--- config.mk ---
export PLATFORM = sky130hd
export DESIGN_NAME = acc_fifo_flat
export DESIGN_NICKNAME = d
export VERILOG_FILES = /design/src/tcu_norm_pkg.sv /design/src/acc_if.sv /design/src/acc_fifo.sv /design/src/flat_wrapper.sv
export SDC_FILE = /design/constraint.sdc
export NUM_CORES = 1
export LEC_CHECK = 0
export ABC_AREA = 1
export BUFFER_PORTS_ARGS = -buffer_cell sky130_fd_sc_hd__buf_2
export CAP_MARGIN = 40
export CORE_ASPECT_RATIO = 0.9
export CORE_MARGIN = 8
export CORE_UTILIZATION = 35
export DETAILED_ROUTE_END_ITERATION = 10
export PLACE_DENSITY = 0.6
export REMOVE_ABC_BUFFERS = 1
export SLEW_MARGIN = 10
export SYNTH_ARGS = -nofsm -noshare
export SYNTH_HDL_FRONTEND = slang
export SYNTH_SLANG_ARGS = --single-unit
--- constraint.sdc ---
create_clock -name clk -period 4.15 [get_ports clk]
set_clock_uncertainty 0.05 [all_clocks]
set_input_delay 0.415 -clock clk [delete_from_list [all_inputs] [get_ports clk]]
set_output_delay 0.415 -clock clk [all_outputs]
set_load 0.01 [all_outputs]
--- src/tcu_norm_pkg.sv ---
// Widths assume 14-bit signed operands, four pairs per strobe and a 30-bit sign-magnitude sum
package tcu_norm_pkg;

    // ==============================
    // Operand side
    // ==============================

    // Signed integer operand width
    localparam int OPND_W  = 14;
    // Operand pairs summed per request
    localparam int N_PAIRS = 4;
    // Shared block exponent, fp32 bias applies
    localparam int BEXP_W  = 8;

    // ==============================
    // Accumulator and result side
    // ==============================

    // Sign bit plus 29 magnitude bits, enough for 4 * 2^26
    localparam int WA     = 30;
    // Working exponent, wide enough for 255 + 28 + carry
    localparam int EXP_W  = 10;
    // Leading-zero count range over the accumulator
    localparam int LZC_W  = $clog2(WA);
    // fp32 or sign-extended integer word
    localparam int RES_W  = 32;

    typedef logic signed [OPND_W-1:0] opnd_t;
    typedef logic        [BEXP_W-1:0] bexp_t;
    typedef logic        [WA-1:0]     acc_t;
    typedef logic signed [EXP_W-1:0]  exp_t;
    typedef logic        [RES_W-1:0]  result_t;

endpackage
--- src/acc_if.sv ---
// One accumulator record per cycle; valid is a single-cycle strobe with no back-pressure
`timescale 1ns/10ps

interface acc_if;
    import tcu_norm_pkg::*;

    // Record strobe
    logic  valid;
    // Sign-magnitude sum, sign in the top bit
    acc_t  acc;
    // Block exponent of the request
    bexp_t bexp;
    // Request flags
    logic  is_int;
    logic  nan;
    logic  inf;
    logic  inf_sign;

    // Stage that produces the record
    modport src (
        output valid, acc, bexp, is_int, nan, inf, inf_sign
    );

    // Stage that takes the record
    modport dst (
        input valid, acc, bexp, is_int, nan, inf, inf_sign
    );

endinterface

--- src/acc_fifo.sv ---
// Show-ahead FIFO, DEPTH a power of two; a write into a full FIFO is dropped and flagged sticky
`timescale 1ns/10ps

module acc_fifo #(
    parameter int DEPTH = 8
) (
    input  logic clk,
    input  logic rst_n,
    input  logic stall,
    acc_if.dst   wr,
    acc_if.src   rd,
    output logic overflow
);
    import tcu_norm_pkg::*;

    localparam int AW    = $clog2(DEPTH);
    // Accumulator, exponent and the four flags
    localparam int REC_W = WA + BEXP_W + 4;

    logic [REC_W-1:0] mem [DEPTH];
    logic [REC_W-1:0] wr_rec;
    logic [REC_W-1:0] head;
    logic [AW-1:0]    wr_ptr;
    logic [AW-1:0]    rd_ptr;
    logic [AW:0]      count;
    logic             full;
    logic             empty;
    logic             push;
    logic             pop;

    assign full  = (count == (AW+1)'(DEPTH));
    assign empty = (count == '0);
    // Full FIFO refuses the write even if a pop happens in the same cycle
    assign push  = wr.valid && !full;
    assign pop   = !stall && !empty;

    assign wr_rec = {wr.acc, wr.bexp, wr.is_int, wr.nan, wr.inf, wr.inf_sign};

    // ==============================
    // Storage
    // ==============================

    always_ff @(posedge clk) begin
        if (push) begin
            mem[wr_ptr] <= wr_rec;
        end
    end

    // Head is visible without a read cycle
    assign head     = mem[rd_ptr];
    assign rd.valid = pop;
    assign {rd.acc, rd.bexp, rd.is_int, rd.nan, rd.inf, rd.inf_sign} = head;

    // ==============================
    // Pointers, count, overflow
    // ==============================

    always_ff @(posedge clk) begin
        if (!rst_n) begin
            wr_ptr   <= '0;
            rd_ptr   <= '0;
            count    <= '0;
            overflow <= 1'b0;
        end else begin
            if (push) begin
                wr_ptr <= wr_ptr + 1'b1;
            end
            if (pop) begin
                rd_ptr <= rd_ptr + 1'b1;
            end
            case ({push, pop})
                2'b10:   count <= count + 1'b1;
                2'b01:   count <= count - 1'b1;
                default: count <= count;
            endcase
            // Sticky until reset
            if (wr.valid && full) begin
                overflow <= 1'b1;
            end
        end
    end

    a_count_max: assert property (@(posedge clk) disable iff (!rst_n)
        count <= (AW+1)'(DEPTH));

    // Stall holds the records, nothing leaves
    a_no_rd_in_stall: assert property (@(posedge clk) disable iff (!rst_n)
        stall |-> !rd.valid);

endmodule

--- src/flat_wrapper.sv ---
// flat-port wrapper written by rule: the top's interface ports become plain ports
module acc_fifo_flat import tcu_norm_pkg::*;
#(
    parameter int DEPTH = 8
)
  (clk, rst_n, stall, overflow, wr_valid, wr_acc, wr_bexp, wr_is_int, wr_nan, wr_inf, wr_inf_sign, rd_valid, rd_acc, rd_bexp, rd_is_int, rd_nan, rd_inf, rd_inf_sign);
  acc_if wr_i ();
  acc_if rd_i ();
  input  logic clk;
  input  logic rst_n;
  input  logic stall;
  output logic overflow;
  input wire logic [$bits(wr_i.valid)-1:0] wr_valid;
  input wire logic [$bits(wr_i.acc)-1:0] wr_acc;
  input wire logic [$bits(wr_i.bexp)-1:0] wr_bexp;
  input wire logic [$bits(wr_i.is_int)-1:0] wr_is_int;
  input wire logic [$bits(wr_i.nan)-1:0] wr_nan;
  input wire logic [$bits(wr_i.inf)-1:0] wr_inf;
  input wire logic [$bits(wr_i.inf_sign)-1:0] wr_inf_sign;
  output wire logic [$bits(rd_i.valid)-1:0] rd_valid;
  output wire logic [$bits(rd_i.acc)-1:0] rd_acc;
  output wire logic [$bits(rd_i.bexp)-1:0] rd_bexp;
  output wire logic [$bits(rd_i.is_int)-1:0] rd_is_int;
  output wire logic [$bits(rd_i.nan)-1:0] rd_nan;
  output wire logic [$bits(rd_i.inf)-1:0] rd_inf;
  output wire logic [$bits(rd_i.inf_sign)-1:0] rd_inf_sign;
  assign wr_i.valid = wr_valid;
  assign wr_i.acc = wr_acc;
  assign wr_i.bexp = wr_bexp;
  assign wr_i.is_int = wr_is_int;
  assign wr_i.nan = wr_nan;
  assign wr_i.inf = wr_inf;
  assign wr_i.inf_sign = wr_inf_sign;
  assign rd_valid = rd_i.valid;
  assign rd_acc = rd_i.acc;
  assign rd_bexp = rd_i.bexp;
  assign rd_is_int = rd_i.is_int;
  assign rd_nan = rd_i.nan;
  assign rd_inf = rd_i.inf;
  assign rd_inf_sign = rd_i.inf_sign;
  acc_fifo #(.DEPTH(DEPTH)) u_core (.clk(clk), .rst_n(rst_n), .stall(stall), .wr(wr_i), .rd(rd_i), .overflow(overflow));
endmodule
## After elaboration in Yosys (flattened, before gate mapping)

Memories as Yosys holds them, arrays and structs flattened. A register that Yosys moved wholly into a read port is not among the register bits.
Cells that the tools add are included.

| word-level totals | value |
|---|---|
| memories kept | 1 |
| output and inout bits | 44 |
| input bits | 46 |
| bits in writable memories | 336 |
| flip-flop bits (word level) | 11 |

| cells by class | value |
|---|---|
| add/subtract/negate cells | 4 |
| equality and inequality tests | 3 |
| multiplexer cells | 5 |
| reduce and logical (&&, ||, !) cells | 8 |

Memories:

| name | words | width | read ports | clocked after Yosys merged registers in | write ports | RTL line | text |
|---|---|---|---|---|---|---|---|
| u_core.mem | 8 | 42 | 1 | 1 | 1 | acc_fifo.sv:20 | `logic [REC_W-1:0] mem [DEPTH];` |

Operator list:

| kind | count |
|---|---|
| $pmux 4 s2 | 1 |
| $add 3x1->3 const B | 2 |
| $mux 3 | 2 |
| $add 4x1->4 const B | 1 |
| $eq 4x4->1 const B | 1 |
| $logic_not 4->1 | 1 |
| $sub 4x1->4 const B | 1 |
| $logic_and 1x1->1 | 3 |
| $logic_not 1->1 | 3 |
| $eq 2x1->1 const B | 1 |
| $eq 2x2->1 const B | 1 |
| $mux 1 | 2 |
| $reduce_bool 2->1 | 1 |

## Longest topological paths before layout

| depth | value |
|---|---|
| depth in word-level cells | 5 |
| mapped depth | 14 |

## Least setup slack after synthesis

Ideal clock, no wire load.

| timing | value |
|---|---|
| path kind | flip-flop to flip-flop |
| start | reg u_core.count[0] |
| end | mem u_core.mem[1][0] in the netlist's numbering (enable) |
| clock period less this slack | 3.102 ns |
| arrival time | 2.610 ns |
| buffers on the path | 0 |
| cell stages (with the launch flop) | 7 |
| setup slack | 1.048 ns |
| cell sequence | dfxtp_1 nor2_1 nand3_1 nand2_1 nor2_1 inv_1 nor2_1 |

| on the way | value |
|---|---|
| cells in the longest elaborated chain, start to end | 5 |

RTL lines:

| element | RTL line | text |
|---|---|---|
| start, declared | acc_fifo.sv:25 | `logic [AW:0] count;` |
| start signal, assigned | acc_fifo.sv:72 | `2'b10: count <= count + 1'b1;` |
| start signal, assigned | acc_fifo.sv:73 | `2'b01: count <= count - 1'b1;` |
| start signal, assigned | acc_fifo.sv:74 | `default: count <= count;` |
| $eq 4x4->1 | acc_fifo.sv:31 | `assign full = (count == (AW+1)'(DEPTH));` |
| $logic_not 1->1 | acc_fifo.sv:34 | `assign push = wr.valid && !full;` |
| $logic_and 1x1->1 | acc_fifo.sv:34 |  |
| $mux 1 | acc_fifo.sv:44 | `if (push) begin` |
| $mux 1 (implied by the code) | acc_fifo.sv:45 | `mem[wr_ptr] <= wr_rec;` |
| end, declared | acc_fifo.sv:20 |  |

Every way passes these cells.

==> impl_metrics.tcl <==
set metrics [dict create \
    timing.critical_path.cells "clkinv_2 > buf_4 > o21ai_0 > o21ai_1 > nand2_1 > nand2_1 > buf_2" \
    rsz_0062_raised_after_global_routing "no" \
    netlist_instances 1043 \
    arrival_time_worst_endpoint_ps 2510 \
    route.detailed.drc 0 \
    ctsLongestPathBuffers 3 \
    synthDominantCellAreaShare_pct 73.4 \
    antenna_found_initial 3 \
    floorplan.die_area_um2 45900 \
    wl_met2_um 14000 \
    clock_tree_from_tritoncts "built" \
    final_period_minus_worst_setup_slack_ps 2980 \
    dr_total_vias 8179 \
    synthFlopType "sky130_fd_sc_hd__edfxtp_1" \
    run_status "finished clean" \
    core_area_um2 39100 \
    detailed_route_wl_um 30400 \
    synth.lib_cells_used.distinct 26 \
    yosysSeqAreaShare_pct 75.4 \
    initial_core_util_pct 35.2 \
    post-synth-top-area-cell "sky130_fd_sc_hd__edfxtp_1" \
    crit_path_top_delay_cell "sky130_fd_sc_hd__buf_4" \
    cts.repair.resized 0 \
    first_global_vias 8093 \
    hold_class "primary input to flip-flop" \
    total_number_of_placement_rows 69 \
    avgRoutedWirePerCell_um 17.9 \
    post_synth_instance_area_um2 13800 \
    gpl.final_weighted_congestion 0.734 \
    area.growth.synth_to_final_pct 17.4 \
    setup_tns_ps 0 \
    cell_mode_on_critical_path "sky130_fd_sc_hd__nand2_1" \
    route.layer.met1.wl_um 14400 \
    post_drt_via_cell_ratio 4.82 \
    dp.final_hpwl_um 17800 \
    timing.critical_path.to_type "output pin" \
    ys_seq_elements 350 \
    startpoint_type "flip-flop" \
    design.portCount 90 \
    critPathRequiredTime_ps 3680 \
    synth-edff-count 336 \
    pre_cts_slack_ps 1580 \
    cts.reportedPaths.clkPinSlew_ps 60 \
    cts_made_buffers 38 \
    timing.critical_path.slowest_cell_delay_ps 490 \
    dp.cells 1627 \
    tritoncts_num_sinks 350 \
    worstSetupPathType "flip-flop to output pin" \
    dr.pass1.iters 7 \
    worst_slew_slack_as_a_fraction_of_its_limit_pct 47.1 \
    power_per_cell_area_nw_per_um2 611 \
    non_filler_cells_in_the_finished_layout 1696 \
    tightest_slew_ps 792 \
    slew_violations 0 \
    postSynth.asyncResetShare_pct 0 \
    layout.cells.most_common_list "sky130_fd_sc_hd__edfxtp_1 (336), sky130_fd_sc_hd__nor2_1 (178), sky130_fd_sc_hd__o21ai_0 (143), sky130_fd_sc_hd__nand2_1 (141), sky130_fd_sc_hd__buf_2 (89)" \
    power.ir.vdd_worst_v 0.000298 \
    route.top_layer_used "met5" \
    die_width_um 225 \
    largest_net_degree_at_the_start_of_global_routing 73 \
    postCtsSetupRepairBufs 0 \
    post-layout-total-power_mw 9.87 \
    met3_length_um 1580 \
    max_cap_violations 0 \
    min_from "wr_acc[21]" \
    io_buffer_count 89 \
    drive_above_1_share_pct 15.4 \
    post-route-period-util_pct 71.7 \
    hold_buffers 0 \
    layout_commonest_cell "sky130_fd_sc_hd__edfxtp_1" \
    crit_path_max_fanout 40 \
    insertedDiodeCount 0 \
    number_of_hold_violations_in_the_final_report 0 \
    clock_tree.htree_level_count 2 \
    final_antenna_net_count 0 \
    worst_slack_ps 1170 \
    synthesis.area_per_instance_um2 13.2 \
    fmaxAchievable_ghz 0.336 \
    setup_viol 0 \
    detailedRoute.firstIterationViolations 550 \
    nets 1186 \
    track_usage_pct 13.0 \
    grt_overflow_total 0 \
    clk-insertion-delay-late_ps 530 \
    timing.rr.start "u_core.count[0]$_SDFFE_PN0P_" \
    yosysWarningCount 0 \
    power.static_leakage_nw 5.59 \
    die_y_um 204 \
    grt_first_pass_wirelength_um 47300 \
    synthTopCellsByArea "sky130_fd_sc_hd__edfxtp_1 (73%), sky130_fd_sc_hd__o21ai_0 (5.2%), sky130_fd_sc_hd__nor2_1 (5.1%)" \
    cts.root.buffer_cell "sky130_fd_sc_hd__clkbuf_16" \
]
[stage by stage]
stage                     instance area [µm²]  util, %  hold slack, ps
final                                   16100     41.3             107
after global routing                    16100     41.3             112
after CTS                               16100     41.3            86.6
after detailed placement                14900     38.0             414
after global placement                  14800     37.7             410
after floorplan                         13400        -             398
[cell type report]
class	count	area, µm²
Fill cell	3560	23000
Sequential cell	350	10400
Multi-Input combinational cell	613	3030
Clock buffer	45	997
Timing Repair Buffer	111	703
Tap cell	532	666
Clock inverter	24	282
Inverter	21	80.1
[cell families (layout without fill, tap and decap cells)]
logic type,count (synthesis),after routing,synth area share (%)
AOI/OAI and AO/OA,226,226,8.61
xor gates and xnor gates,3,3,0.191
adders and majority gates,5,5,0.455
buffers and inverters,80,201,2.97
DFF,350,350,75.4
muxes,42,42,3.06
and+or+nand+nor,337,337,9.32
[flip-flops by register name, indices dropped and copies added (netlist names), named ones only]
signal           cells
u_core.mem         336
u_core.count         4
u_core.rd_ptr        3
u_core.wr_ptr        3
u_core.overflow      1
[synthesized netlist by cell type (3+ instances only)]
cell,instances
sky130_fd_sc_hd__inv_1,19
sky130_fd_sc_hd__ha_1,5
sky130_fd_sc_hd__a21oi_1,8
sky130_fd_sc_hd__clkbuf_1,25
sky130_fd_sc_hd__buf_2,14
sky130_fd_sc_hd__buf_4,10
sky130_fd_sc_hd__buf_8,3
sky130_fd_sc_hd__o21ai_0,143
sky130_fd_sc_hd__nand2_1,141
sky130_fd_sc_hd__dfxtp_1,14
sky130_fd_sc_hd__edfxtp_1,336
sky130_fd_sc_hd__mux2i_1,42
sky130_fd_sc_hd__clkbuf_2,3
sky130_fd_sc_hd__o21ai_1,33
sky130_fd_sc_hd__nand3_1,6
sky130_fd_sc_hd__o22ai_1,42
sky130_fd_sc_hd__nor2_1,186
[final timing paths]
kind,endpoint,slack [ps],cells past startpoint
hold / removal,u_core.mem[0][33]$_DFFE_PP_,110,1
hold reg to reg,u_core.overflow$_SDFFE_PN0P_,430,2
setup / recovery,rd_bexp[4],1170,7
setup reg to reg,u_core.mem[3][38]$_DFFE_PP_,1620,7
[power breakdown]
group	switching, mW	internal, mW
logic	1.47	0.760
clock network	1.35	2.05
registers	0.133	4.11
total	2.95	6.92
[critical path: cells and delay by family, from the launching register on]
kind                   cells  cell delay (ps)
flip-flops                 1              350
AND/OR/NAND/NOR            2              140
AO/OA/AOI/OAI              2              350
buffers and inverters      3             1110
[routing by layer]
metal  track usage (%)  up-vias
li1                  -     3956
met1              18.2     4011
met2              20.8      166
met3              2.58       42
met4              3.13        4
met5                 0        -
Power figures use the tool's default switching activity.
