File: src/tcu_norm_pkg.sv
// Widths assume 14-bit signed operands, four pairs per strobe and a 30-bit sign-magnitude sum
package tcu_norm_pkg;

    // ==============================
    // Operand side
    // ==============================

    // Signed integer operand width
    localparam int OPND_W  = 14;
    // Operand pairs summed per request
    localparam int N_PAIRS = 4;
    // Shared block exponent, fp32 bias applies
    localparam int BEXP_W  = 8;

    // ==============================
    // Accumulator and result side
    // ==============================

    // Sign bit plus 29 magnitude bits, enough for 4 * 2^26
    localparam int WA     = 30;
    // Working exponent, wide enough for 255 + 28 + carry
    localparam int EXP_W  = 10;
    // Leading-zero count range over the accumulator
    localparam int LZC_W  = $clog2(WA);
    // fp32 or sign-extended integer word
    localparam int RES_W  = 32;

    typedef logic signed [OPND_W-1:0] opnd_t;
    typedef logic        [BEXP_W-1:0] bexp_t;
    typedef logic        [WA-1:0]     acc_t;
    typedef logic signed [EXP_W-1:0]  exp_t;
    typedef logic        [RES_W-1:0]  result_t;

endpackage
File: src/acc_if.sv
// One accumulator record per cycle; valid is a single-cycle strobe with no back-pressure
`timescale 1ns/10ps

interface acc_if;
    import tcu_norm_pkg::*;

    // Record strobe
    logic  valid;
    // Sign-magnitude sum, sign in the top bit
    acc_t  acc;
    // Block exponent of the request
    bexp_t bexp;
    // Request flags
    logic  is_int;
    logic  nan;
    logic  inf;
    logic  inf_sign;

    // Stage that produces the record
    modport src (
        output valid, acc, bexp, is_int, nan, inf, inf_sign
    );

    // Stage that takes the record
    modport dst (
        input valid, acc, bexp, is_int, nan, inf, inf_sign
    );

endinterface

File: src/fedp_norm_round.sv
// fp32 round to nearest even with flush to zero and no denormals; integer mode sign-extends
`timescale 1ns/10ps

module fedp_norm_round (
    input  logic                  clk,
    input  logic                  rst_n,
    acc_if.dst                    in,
    output logic                  result_valid,
    output tcu_norm_pkg::result_t result
);
    import tcu_norm_pkg::*;

    // Magnitude width below the sign bit
    localparam int MW    = WA - 1;
    // Hidden one plus 23 fraction bits
    localparam int MAN_W = 24;

    logic             sum_sign;
    logic [MW-1:0]    mag;
    logic             zero_sum;
    logic [LZC_W-1:0] lz;
    logic [MW-1:0]    norm;
    logic [MAN_W-1:0] man;
    logic             guard_bit;
    logic             sticky_bit;
    logic             round_up;
    logic [MAN_W:0]   man_rnd;
    logic             carry;
    logic [22:0]      frac;
    exp_t             norm_exp;
    exp_t             final_exp;
    result_t          fp_res;
    logic [WA-1:0]    int_sum;
    result_t          int_res;

    // Counts leading zeros of the magnitude and gives MW for an all-zero input
    function automatic logic [LZC_W-1:0] lzc(input logic [MW-1:0] v);
        logic [LZC_W-1:0] n;
        logic             found;
        n     = '0;
        found = 1'b0;
        for (int i = MW - 1; i >= 0; i--) begin
            if (!found && v[i]) begin
                found = 1'b1;
            end else if (!found) begin
                n = n + 1'b1;
            end
        end
        return n;
    endfunction

    // ==============================
    // Normalize
    // ==============================

    assign sum_sign = in.acc[WA-1];
    assign mag      = in.acc[MW-1:0];
    assign zero_sum = (mag == '0);
    assign lz       = lzc(mag);
    // Leading one lands on bit MW-1
    assign norm     = mag << lz;
    // Leading one at bit p means value 1.f * 2^(p + bexp - 127)
    assign norm_exp = exp_t'(in.bexp) + exp_t'(MW - 1) - exp_t'(lz);

    // ==============================
    // Round to nearest even
    // ==============================

    assign man        = norm[MW-1 -: MAN_W];
    assign guard_bit  = norm[MW-MAN_W-1];
    assign sticky_bit = |norm[MW-MAN_W-2:0];
    assign round_up   = guard_bit && (sticky_bit || man[0]);
    assign man_rnd    = {1'b0, man} + (MAN_W+1)'(round_up);
    // A carry out leaves 1.000... so the low fraction bits are already zero
    assign carry      = man_rnd[MAN_W];
    assign frac       = man_rnd[MAN_W-2:0];
    assign final_exp  = norm_exp + exp_t'(carry);

    // ==============================
    // Pack and special cases
    // ==============================

    always_comb begin
        if (in.nan) begin
            // Quiet NaN beats infinity
            fp_res = 32'h7FC0_0000;
        end else if (in.inf) begin
            fp_res = {in.inf_sign, 8'hFF, 23'd0};
        end else if (zero_sum || final_exp <= exp_t'(0)) begin
            // Underflow flushes to signed zero
            fp_res = {sum_sign, 31'd0};
        end else if (final_exp >= exp_t'(255)) begin
            fp_res = {sum_sign, 8'hFF, 23'd0};
        end else begin
            fp_res = {sum_sign, final_exp[7:0], frac};
        end
    end

    // Back to two's complement and sign-extend
    assign int_sum = sum_sign ? (~{1'b0, mag} + 1'b1) : {1'b0, mag};
    assign int_res = {{(RES_W-WA){int_sum[WA-1]}}, int_sum};

    // ==============================
    // Output register
    // ==============================

    always_ff @(posedge clk) begin
        if (!rst_n) begin
            result_valid <= 1'b0;
        end else begin
            result_valid <= in.valid;
        end
    end

    always_ff @(posedge clk) begin
        if (in.valid) begin
            result <= in.is_int ? int_res : fp_res;
        end
    end

    // One-cycle latency holds on the falling edge of the strobe too
    a_valid_fall: assert property (@(posedge clk) disable iff (!rst_n)
        $fell(in.valid) |-> result_valid ##1 !result_valid);

endmodule

File: src/flat_wrapper.sv
// flat-port wrapper written by rule: the top's interface ports become plain ports
module fedp_norm_round_flat import tcu_norm_pkg::*;
  (clk, rst_n, result_valid, result, in_valid, in_acc, in_bexp, in_is_int, in_nan, in_inf, in_inf_sign);
  acc_if in_i ();
  input  logic clk;
  input  logic rst_n;
  output logic result_valid;
  output tcu_norm_pkg::result_t result;
  input wire logic [$bits(in_i.valid)-1:0] in_valid;
  input wire logic [$bits(in_i.acc)-1:0] in_acc;
  input wire logic [$bits(in_i.bexp)-1:0] in_bexp;
  input wire logic [$bits(in_i.is_int)-1:0] in_is_int;
  input wire logic [$bits(in_i.nan)-1:0] in_nan;
  input wire logic [$bits(in_i.inf)-1:0] in_inf;
  input wire logic [$bits(in_i.inf_sign)-1:0] in_inf_sign;
  assign in_i.valid = in_valid;
  assign in_i.acc = in_acc;
  assign in_i.bexp = in_bexp;
  assign in_i.is_int = in_is_int;
  assign in_i.nan = in_nan;
  assign in_i.inf = in_inf;
  assign in_i.inf_sign = in_inf_sign;
  fedp_norm_round u_core (.clk(clk), .rst_n(rst_n), .in(in_i), .result_valid(result_valid), .result(result));
endmodule
File: config.mk
export PLATFORM = sky130hd
export DESIGN_NAME = fedp_norm_round_flat
export DESIGN_NICKNAME = d
export VERILOG_FILES = /design/src/tcu_norm_pkg.sv /design/src/acc_if.sv /design/src/fedp_norm_round.sv /design/src/flat_wrapper.sv
export SDC_FILE = /design/constraint.sdc
export NUM_CORES = 1
export LEC_CHECK = 0
export BUFFER_PORTS_ARGS = -buffer_cell sky130_fd_sc_hd__buf_4
export CAP_MARGIN = 20
export CORE_MARGIN = 4
export CORE_UTILIZATION = 27
export DETAILED_ROUTE_END_ITERATION = 10
export GPL_TIMING_DRIVEN = 0
export PLACE_DENSITY = 0.56
export SYNTH_ARGS = -nofsm -noshare
export SYNTH_HDL_FRONTEND = slang
export SYNTH_SLANG_ARGS = --single-unit
File: constraint.sdc
create_clock -name clk -period 23.3 [get_ports clk]
set_input_delay 2.33 -clock clk [delete_from_list [all_inputs] [get_ports clk]]
set_output_delay 2.33 -clock clk [all_outputs]
set_load 0.02 [all_outputs]
* Yosys cells after proc, flatten, opt, wreduce, memory -nomap -nowiden *
Index checks and enable logic that the tools add are counted.
W data, S select, Z words.

storage, ports and cells
  flip-flop bits (word level) = 33
  bits of input ports = 45

cells by class
  $add $sub $neg = 33
  magnitude comparators = 2
  shift-type cells = 1
  multiplexer cells = 91
  bitwise operators = 1
  reductions and logical operators = 61

operators by type and width
  cell                     count
  $mux W5                  56
  $add A5 B1 Y5 const B    28
  $mux W32                 3
  $mux W31                 2
  $add A30 B1 Y30 const B  1
  $mux W30                 1
  $not A29 Y30             1
  $logic_and A1 B1 Y1      29
  $logic_not A29 Y1        1
  $mux W1                  29
  $shl A29 B5 Y29          1
  $logic_not A1 Y1         28
  $add A24 B1 Y25          1
  $add A10 B2 Y10          1
  $ge A10 B9 Y1 const B    1
  $le A10 B1 Y1 const B    1
  $sub A10 B6 Y10          1
  $add A8 B5 Y9 const B    1
  $reduce_or A4 Y1         1
  $logic_or A1 B1 Y1       2

* Logic depth before layout (Yosys ltp) *
  word-level depth = 97
  depth in mapped cells = 128

* Least setup slack after synthesis *
Ideal clock, no wire load.

  kind = input-to-reg
  start = in in_acc[27]
  end = reg u_core.result[9], data pin
  arrival time = 24,607 ps
  setup slack = -1,483 ps
  stages on the path = 126
  path buffers = 4
  cell sequence = buf_2 > or2_1 > inv_1 > ha_1 > and3b_1 > o21bai_1 > inv_1 > ha_1 > nand2b_1 > a21o_1 > inv_1 > ha_1 > nand2_1 > nand2_1 > ha_1 > mux2i_1 > o21ai_0 > ha_1 > (+90 left out) > inv_1 > ha_1 > inv_1 > fa_1 > inv_1 > a21oi_1 > o21bai_1 > a21oi_1 > o21bai_1 > a21o_1 > a21oi_1 > xnor2_1 > nor3_1 > nor3_1 > nand3b_1 > or2_2 > clkbuf_1 > o32ai_1

between the ends
  word-level cells in the longest chain between the ends = 95
  elaborated cells between the ends (all ways) = 180
  those cells by class = 30 x add/sub; 2 x order compare; 1 x shift; 87 x mux; 60 x reduce/logical

RTL lines
  item                                                      line                                          text
  start, declared                                           flat_wrapper.sv:10                            input wire logic [$bits(in_i.acc)-1:0] in_acc;
  $logic_and A1 B1 Y1                                       fedp_norm_round.sv:43                         if (!found && v[i]) begin
  $mux W5 / $mux W1 (equally long branches)                 fedp_norm_round.sv:43
  $add A5 B1 Y5 / $logic_not A1 Y1 (equally long branches)  fedp_norm_round.sv:46, fedp_norm_round.sv:43
  $mux W5 / $logic_and A1 B1 Y1 (equally long branches)     fedp_norm_round.sv:45, fedp_norm_round.sv:43
  $mux W5 / $mux W1 (equally long branches)                 fedp_norm_round.sv:43
  $add A5 B1 Y5 / $logic_not A1 Y1 (equally long branches)  fedp_norm_round.sv:46, fedp_norm_round.sv:43
  $mux W5 / $logic_and A1 B1 Y1 (equally long branches)     fedp_norm_round.sv:45, fedp_norm_round.sv:43
  $mux W5 / $mux W1 (equally long branches)                 fedp_norm_round.sv:43
  (+79 left out)                                            n/a
  $add A24 B1 Y25                                           fedp_norm_round.sv:73                         assign man_rnd = {1'b0, man} + (MAN_W+1)'(round_up);
  $add A10 B2 Y10                                           fedp_norm_round.sv:77                         assign final_exp = norm_exp + exp_t'(carry);
  $ge A10 B9 Y1 / $le A10 B1 Y1 (equally long branches)     fedp_norm_round.sv:92, fedp_norm_round.sv:89
  $mux W31 / $logic_or A1 B1 Y1 (equally long branches)     fedp_norm_round.sv:92, fedp_norm_round.sv:89
  $mux W31 (*)                                              fedp_norm_round.sv:89                         end else if (zero_sum || final_exp <= exp_t'(0)) begin
  $mux W32 (*)                                              fedp_norm_round.sv:87                         end else if (in.inf) begin
  $mux W32 (*)                                              fedp_norm_round.sv:84                         if (in.nan) begin
  $mux W32 (*)                                              fedp_norm_round.sv:117                        result <= in.is_int ? int_res : fp_res;
  end signal, assigned                                      fedp_norm_round.sv:117
  end, declared                                             fedp_norm_round.sv:9                          output tcu_norm_pkg::result_t result

Mark *: on every way between the ends. The rest lies on a longest branch, timed or not.
A chain may end at the register's enable or synchronous reset.

* Worst setup path in the final report *
  start = in in_acc[28]
  end = reg u_core.result[9], data pin

between the ends
  word-level cells in the longest chain between the ends = 97
  elaborated cells between the ends (all ways) = 185
  those cells by class = 31 x add/sub; 2 x order compare; 1 x shift; 90 x mux; 61 x reduce/logical

RTL lines
  item                                                      line
  $mux W1                                                   fedp_norm_round.sv:43
  $add A5 B1 Y5 / $logic_not A1 Y1 (equally long branches)  fedp_norm_round.sv:46, fedp_norm_round.sv:43
  $mux W5 / $logic_and A1 B1 Y1 (equally long branches)     fedp_norm_round.sv:45, fedp_norm_round.sv:43
  $mux W5 / $mux W1 (equally long branches)                 fedp_norm_round.sv:43
  $add A5 B1 Y5 / $logic_not A1 Y1 (equally long branches)  fedp_norm_round.sv:46, fedp_norm_round.sv:43
  $mux W5 / $logic_and A1 B1 Y1 (equally long branches)     fedp_norm_round.sv:45, fedp_norm_round.sv:43
  $mux W5 / $mux W1 (equally long branches)                 fedp_norm_round.sv:43
  $add A5 B1 Y5 / $logic_not A1 Y1 (equally long branches)  fedp_norm_round.sv:46, fedp_norm_round.sv:43
  (+81 left out)                                            n/a
  $add A24 B1 Y25                                           fedp_norm_round.sv:73
  $add A10 B2 Y10                                           fedp_norm_round.sv:77
  $ge A10 B9 Y1 / $le A10 B1 Y1 (equally long branches)     fedp_norm_round.sv:92, fedp_norm_round.sv:89
  $mux W31 / $logic_or A1 B1 Y1 (equally long branches)     fedp_norm_round.sv:92, fedp_norm_round.sv:89
  $mux W31 (*)                                              fedp_norm_round.sv:89
  $mux W32 (*)                                              fedp_norm_round.sv:87
  $mux W32 (*)                                              fedp_norm_round.sv:84
  $mux W32 (*)                                              fedp_norm_round.sv:117

Marks and branches as above.

==> results.json <==
{
  "status": "finished, violations left",
  "violations": "setup timing",
  "synth_top_area_cell": "edfxtp_1",
  "setup_tns_ns": -11.31,
  "antenna_cells": 0,
  "seq_area_frac_synth": 0.1251,
  "placementRows": 62,
  "cp-start-kind": "primary input",
  "crit_path_frequent_cell": "ha_4",
  "dieArea_um2": 31840,
  "worstHoldStart": "rst_n",
  "crit_arrival_ns": 23.75,
  "synth_top_area_frac": 0.1225,
  "cts_max_path_buffers": 2,
  "path_clk_slew_ns": 0.05,
  "dr.pass1.iters": 5,
  "synth_area_leaders": "edfxtp_1 (12%), mux2i_1 (11%), xnor2_1 (6.9%)",
  "crit_path_max_fanout": 6,
  "worst_pin_slew_ns": 1.130,
  "initial_utilization": 0.2733,
  "holdBufCountCts": 0,
  "syn_inst": 1012,
  "fin_util": 0.3639,
  "drtIter0Drc": 637,
  "die_w_um": 178.4,
  "cts-root-buf": "clkbuf_16",
  "detail_route.wl_per_cell_um": 17.71,
  "end_kind": "register",
  "rsz0062_at_grt": "true",
  "globalRoute.totalOverflow": 0,
  "synth_fp_nets": 1101,
  "grt_util_all_layers": 0.1631,
  "async_reset_ff_frac": 0,
  "die_h_um": 178.4,
  "grt_pass1_vias": 7677,
  "core_um2": 28700,
  "grt_max_degree": 34,
  "cp_slowest_stage_delay_ns": 0.55,
  "vias": 8175,
  "hold_slack_ns": 2.264,
  "slowest_stage": "or4_4",
  "vias_per_cell": 5.288,
  "area_growth_pct": 33.16,
  "hold_depth": 2,
  "setup_ws_ns": -0.4591,
  "cts_tree": "yes",
  "synth_edf_count": 32,
  "drc": 0,
  "fmax_mhz": 42.09,
  "finalSetupViolCount": 31,
  "vdd_drop_max_mv": 0.03728,
  "synthDistinctLibCells": 87,
  "hold_viol": 0,
  "routed_wl_mm": 27.38,
  "globalplace.congestion": 0.9445,
  "fin_nets": 1250,
  "cts_made_buffers": 5,
  "drive_gt1_frac": 0.2943,
  "place_ws_ns": -2.876,
  "grt_util_met3": 0.01738,
  "synth_seq_cells": 33,
  "cts-htree-levels": 2,
  "numClockSinks": 33,
  "ant_nets": 0,
  "antenna_found_initial": 0,
  "busiest_layer": "met2",
  "period_share": 1.020,
  "worstHoldEndpoint": "u_core.result_valid",
  "slew_viol_final": 0,
  "worstSetupPathType": "in -> reg",
  "period_needed_ns": 23.76,
  "dpl.hpwl_mm": 21.57,
  "ios": 78,
  "yosys_warnings": 0,
  "met2_usage": 0.2756,
  "grtUsageMet1": 0.2193,
  "syn_area_um2": 7844,
  "synth_flop_cell": "edfxtp_1",
  "power.leakage_nw": 4.025,
  "cp.required_ns": 23.29,
  "slew-limit-headroom": 0.2398,
  "power_density_nw_per_um2": 35.09,
  "grt_first_pass_wirelength_mm": 42.20,
  "maxCapViolations": 0,
  "synth_area_per_cell_um2": 7.751,
  "dp_cells": 1462,
  "portBuffers": 66,
  "hp-class": "in -> reg",
  "layoutNonFillerInstCount": 1546
}
==> per-stage QoR <==
stage | power [mW] | area (um^2)
2_1_floorplan | 0.1969 | 8033
3_3_place_gp | 0.2461 | 9009
3_5_place_dp | 0.2471 | 9009
4_1_cts | 0.3426 | 9796
5_1_grt | 0.3874 | 10450
6_report | 0.3665 | 10450
==> how the worst max path moves through the flow <==
stage / cells after the start / slack, ns / from / to
finish: 128 / -0.46 / in_acc[28] / u_core.result[9]
global route: 125 / -1.63 / in_acc[28] / u_core.result[7]
CTS: 126 / -0.91 / in_acc[28] / u_core.result[9]
detailed placement: 127 / -2.88 / in_acc[28] / u_core.result[9]
global placement: 128 / -2.74 / in_acc[28] / u_core.result[9]
floorplan: 122 / 0.02 / in_acc[27] / u_core.result[9]
==> layout by cell type (no fill, tap or decap), types with 8 or more instances in the layout <==
master,count
nand2b_1,10
o22ai_2,19
ha_1,26
ha_4,16
nand3_1,23
a21oi_1,37
a21o_1,9
inv_2,9
mux2i_2,10
o21ai_0,47
a211oi_1,8
inv_1,31
and3_1,8
nor4_1,10
nor3_1,32
nor2_1,62
o31ai_1,8
edfxtp_1,32
nand4_1,11
nor2b_1,19
a22oi_1,16
clkbuf_1,40
nand2_1,93
or3_1,18
xnor2_1,60
buf_4,139
xor2_1,45
buf_2,11
o21ai_1,9
mux2i_1,75
==> per-layer routing <==
| layer | vias up | wire length [um] |
|---|---|---|
| li1 | 4015 | - |
| met5 | - | 0 |
| met4 | 0 | 667 |
| met2 | 248 | 13140 |
| met1 | 3870 | 12050 |
| met3 | 42 | 1526 |
==> repair_timing <==
action	in CTS	in global routing
pin swaps	50	87
setup buffers	48	29
gates resized for setup	45	85
endpoints found under the hold margin	0	0
cloned	0	2
endpoints found under the setup margin	31	31
==> final cells by class <==
| type | instances | area, um^2 |
|---|---|---|
| Sequential cell | 33 | 980.9 |
| Clock inverter | 3 | 46.29 |
| Buffer | 63 | 305.3 |
| Timing Repair Buffer | 142 | 1094 |
| Multi-Input combinational cell | 873 | 7244 |
| Clock buffer | 5 | 125.1 |
| Fill cell | 3009 | 18260 |
| Tap cell | 384 | 480.5 |
| Inverter | 43 | 168.9 |
==> report_power, final <==
group          total (mW)  internal, mW  switching (mW)
clock network      0.0752        0.0505          0.0247
logic               0.216        0.0935           0.123
registers          0.0748        0.0729         0.00183
==> logic make-up (layout without fill, tap and decap cells) <==
kind of cell | count (synthesis) | in the layout | synth area share
AND/OR/NAND/NOR | 369 | 370 | 0.2536
AO/OA/AOI/OAI | 228 | 228 | 0.1889
XOR/XNOR | 122 | 122 | 0.1568
buffers and inverters | 107 | 256 | 0.05408
multiplexers | 105 | 105 | 0.1453
adder cells (fa/ha/maj) | 48 | 48 | 0.07625
flip-flops | 33 | 33 | 0.1251
==> synthesized netlist by cell type (11+ instances only) <==
cell and n:
o22ai_1 22, nor3_1 35, a21oi_1 42, ha_1 43, inv_1 38, nand3_1 23, o21ai_0 52, buf_2 15
clkbuf_1 43, or3_1 18, edfxtp_1 32, nand2_1 101, xnor2_1 62, mux2i_1 85, nor2_1 69, nor2b_1 21
xor2_1 47, nand4_1 11, a22oi_1 16, nor4_1 11
==> registers in the layout, summed over array words and instances, names as in the netlist <==
register,cells
u_core.result_valid,1
u_core.result,32
==> worst max-delay path: cells and delay by family <==
family / cells / cell delay, ns
XOR/XNOR: 4 / 0.71
adder cells (fa/ha/maj): 28 / 7.25
multiplexers: 13 / 2.50
buffers and inverters: 20 / 2.05
AND/OR/NAND/NOR: 40 / 5.68
AO/OA/AOI/OAI: 23 / 3.21
No activity file was read; power rests on OpenSTA's default activity.
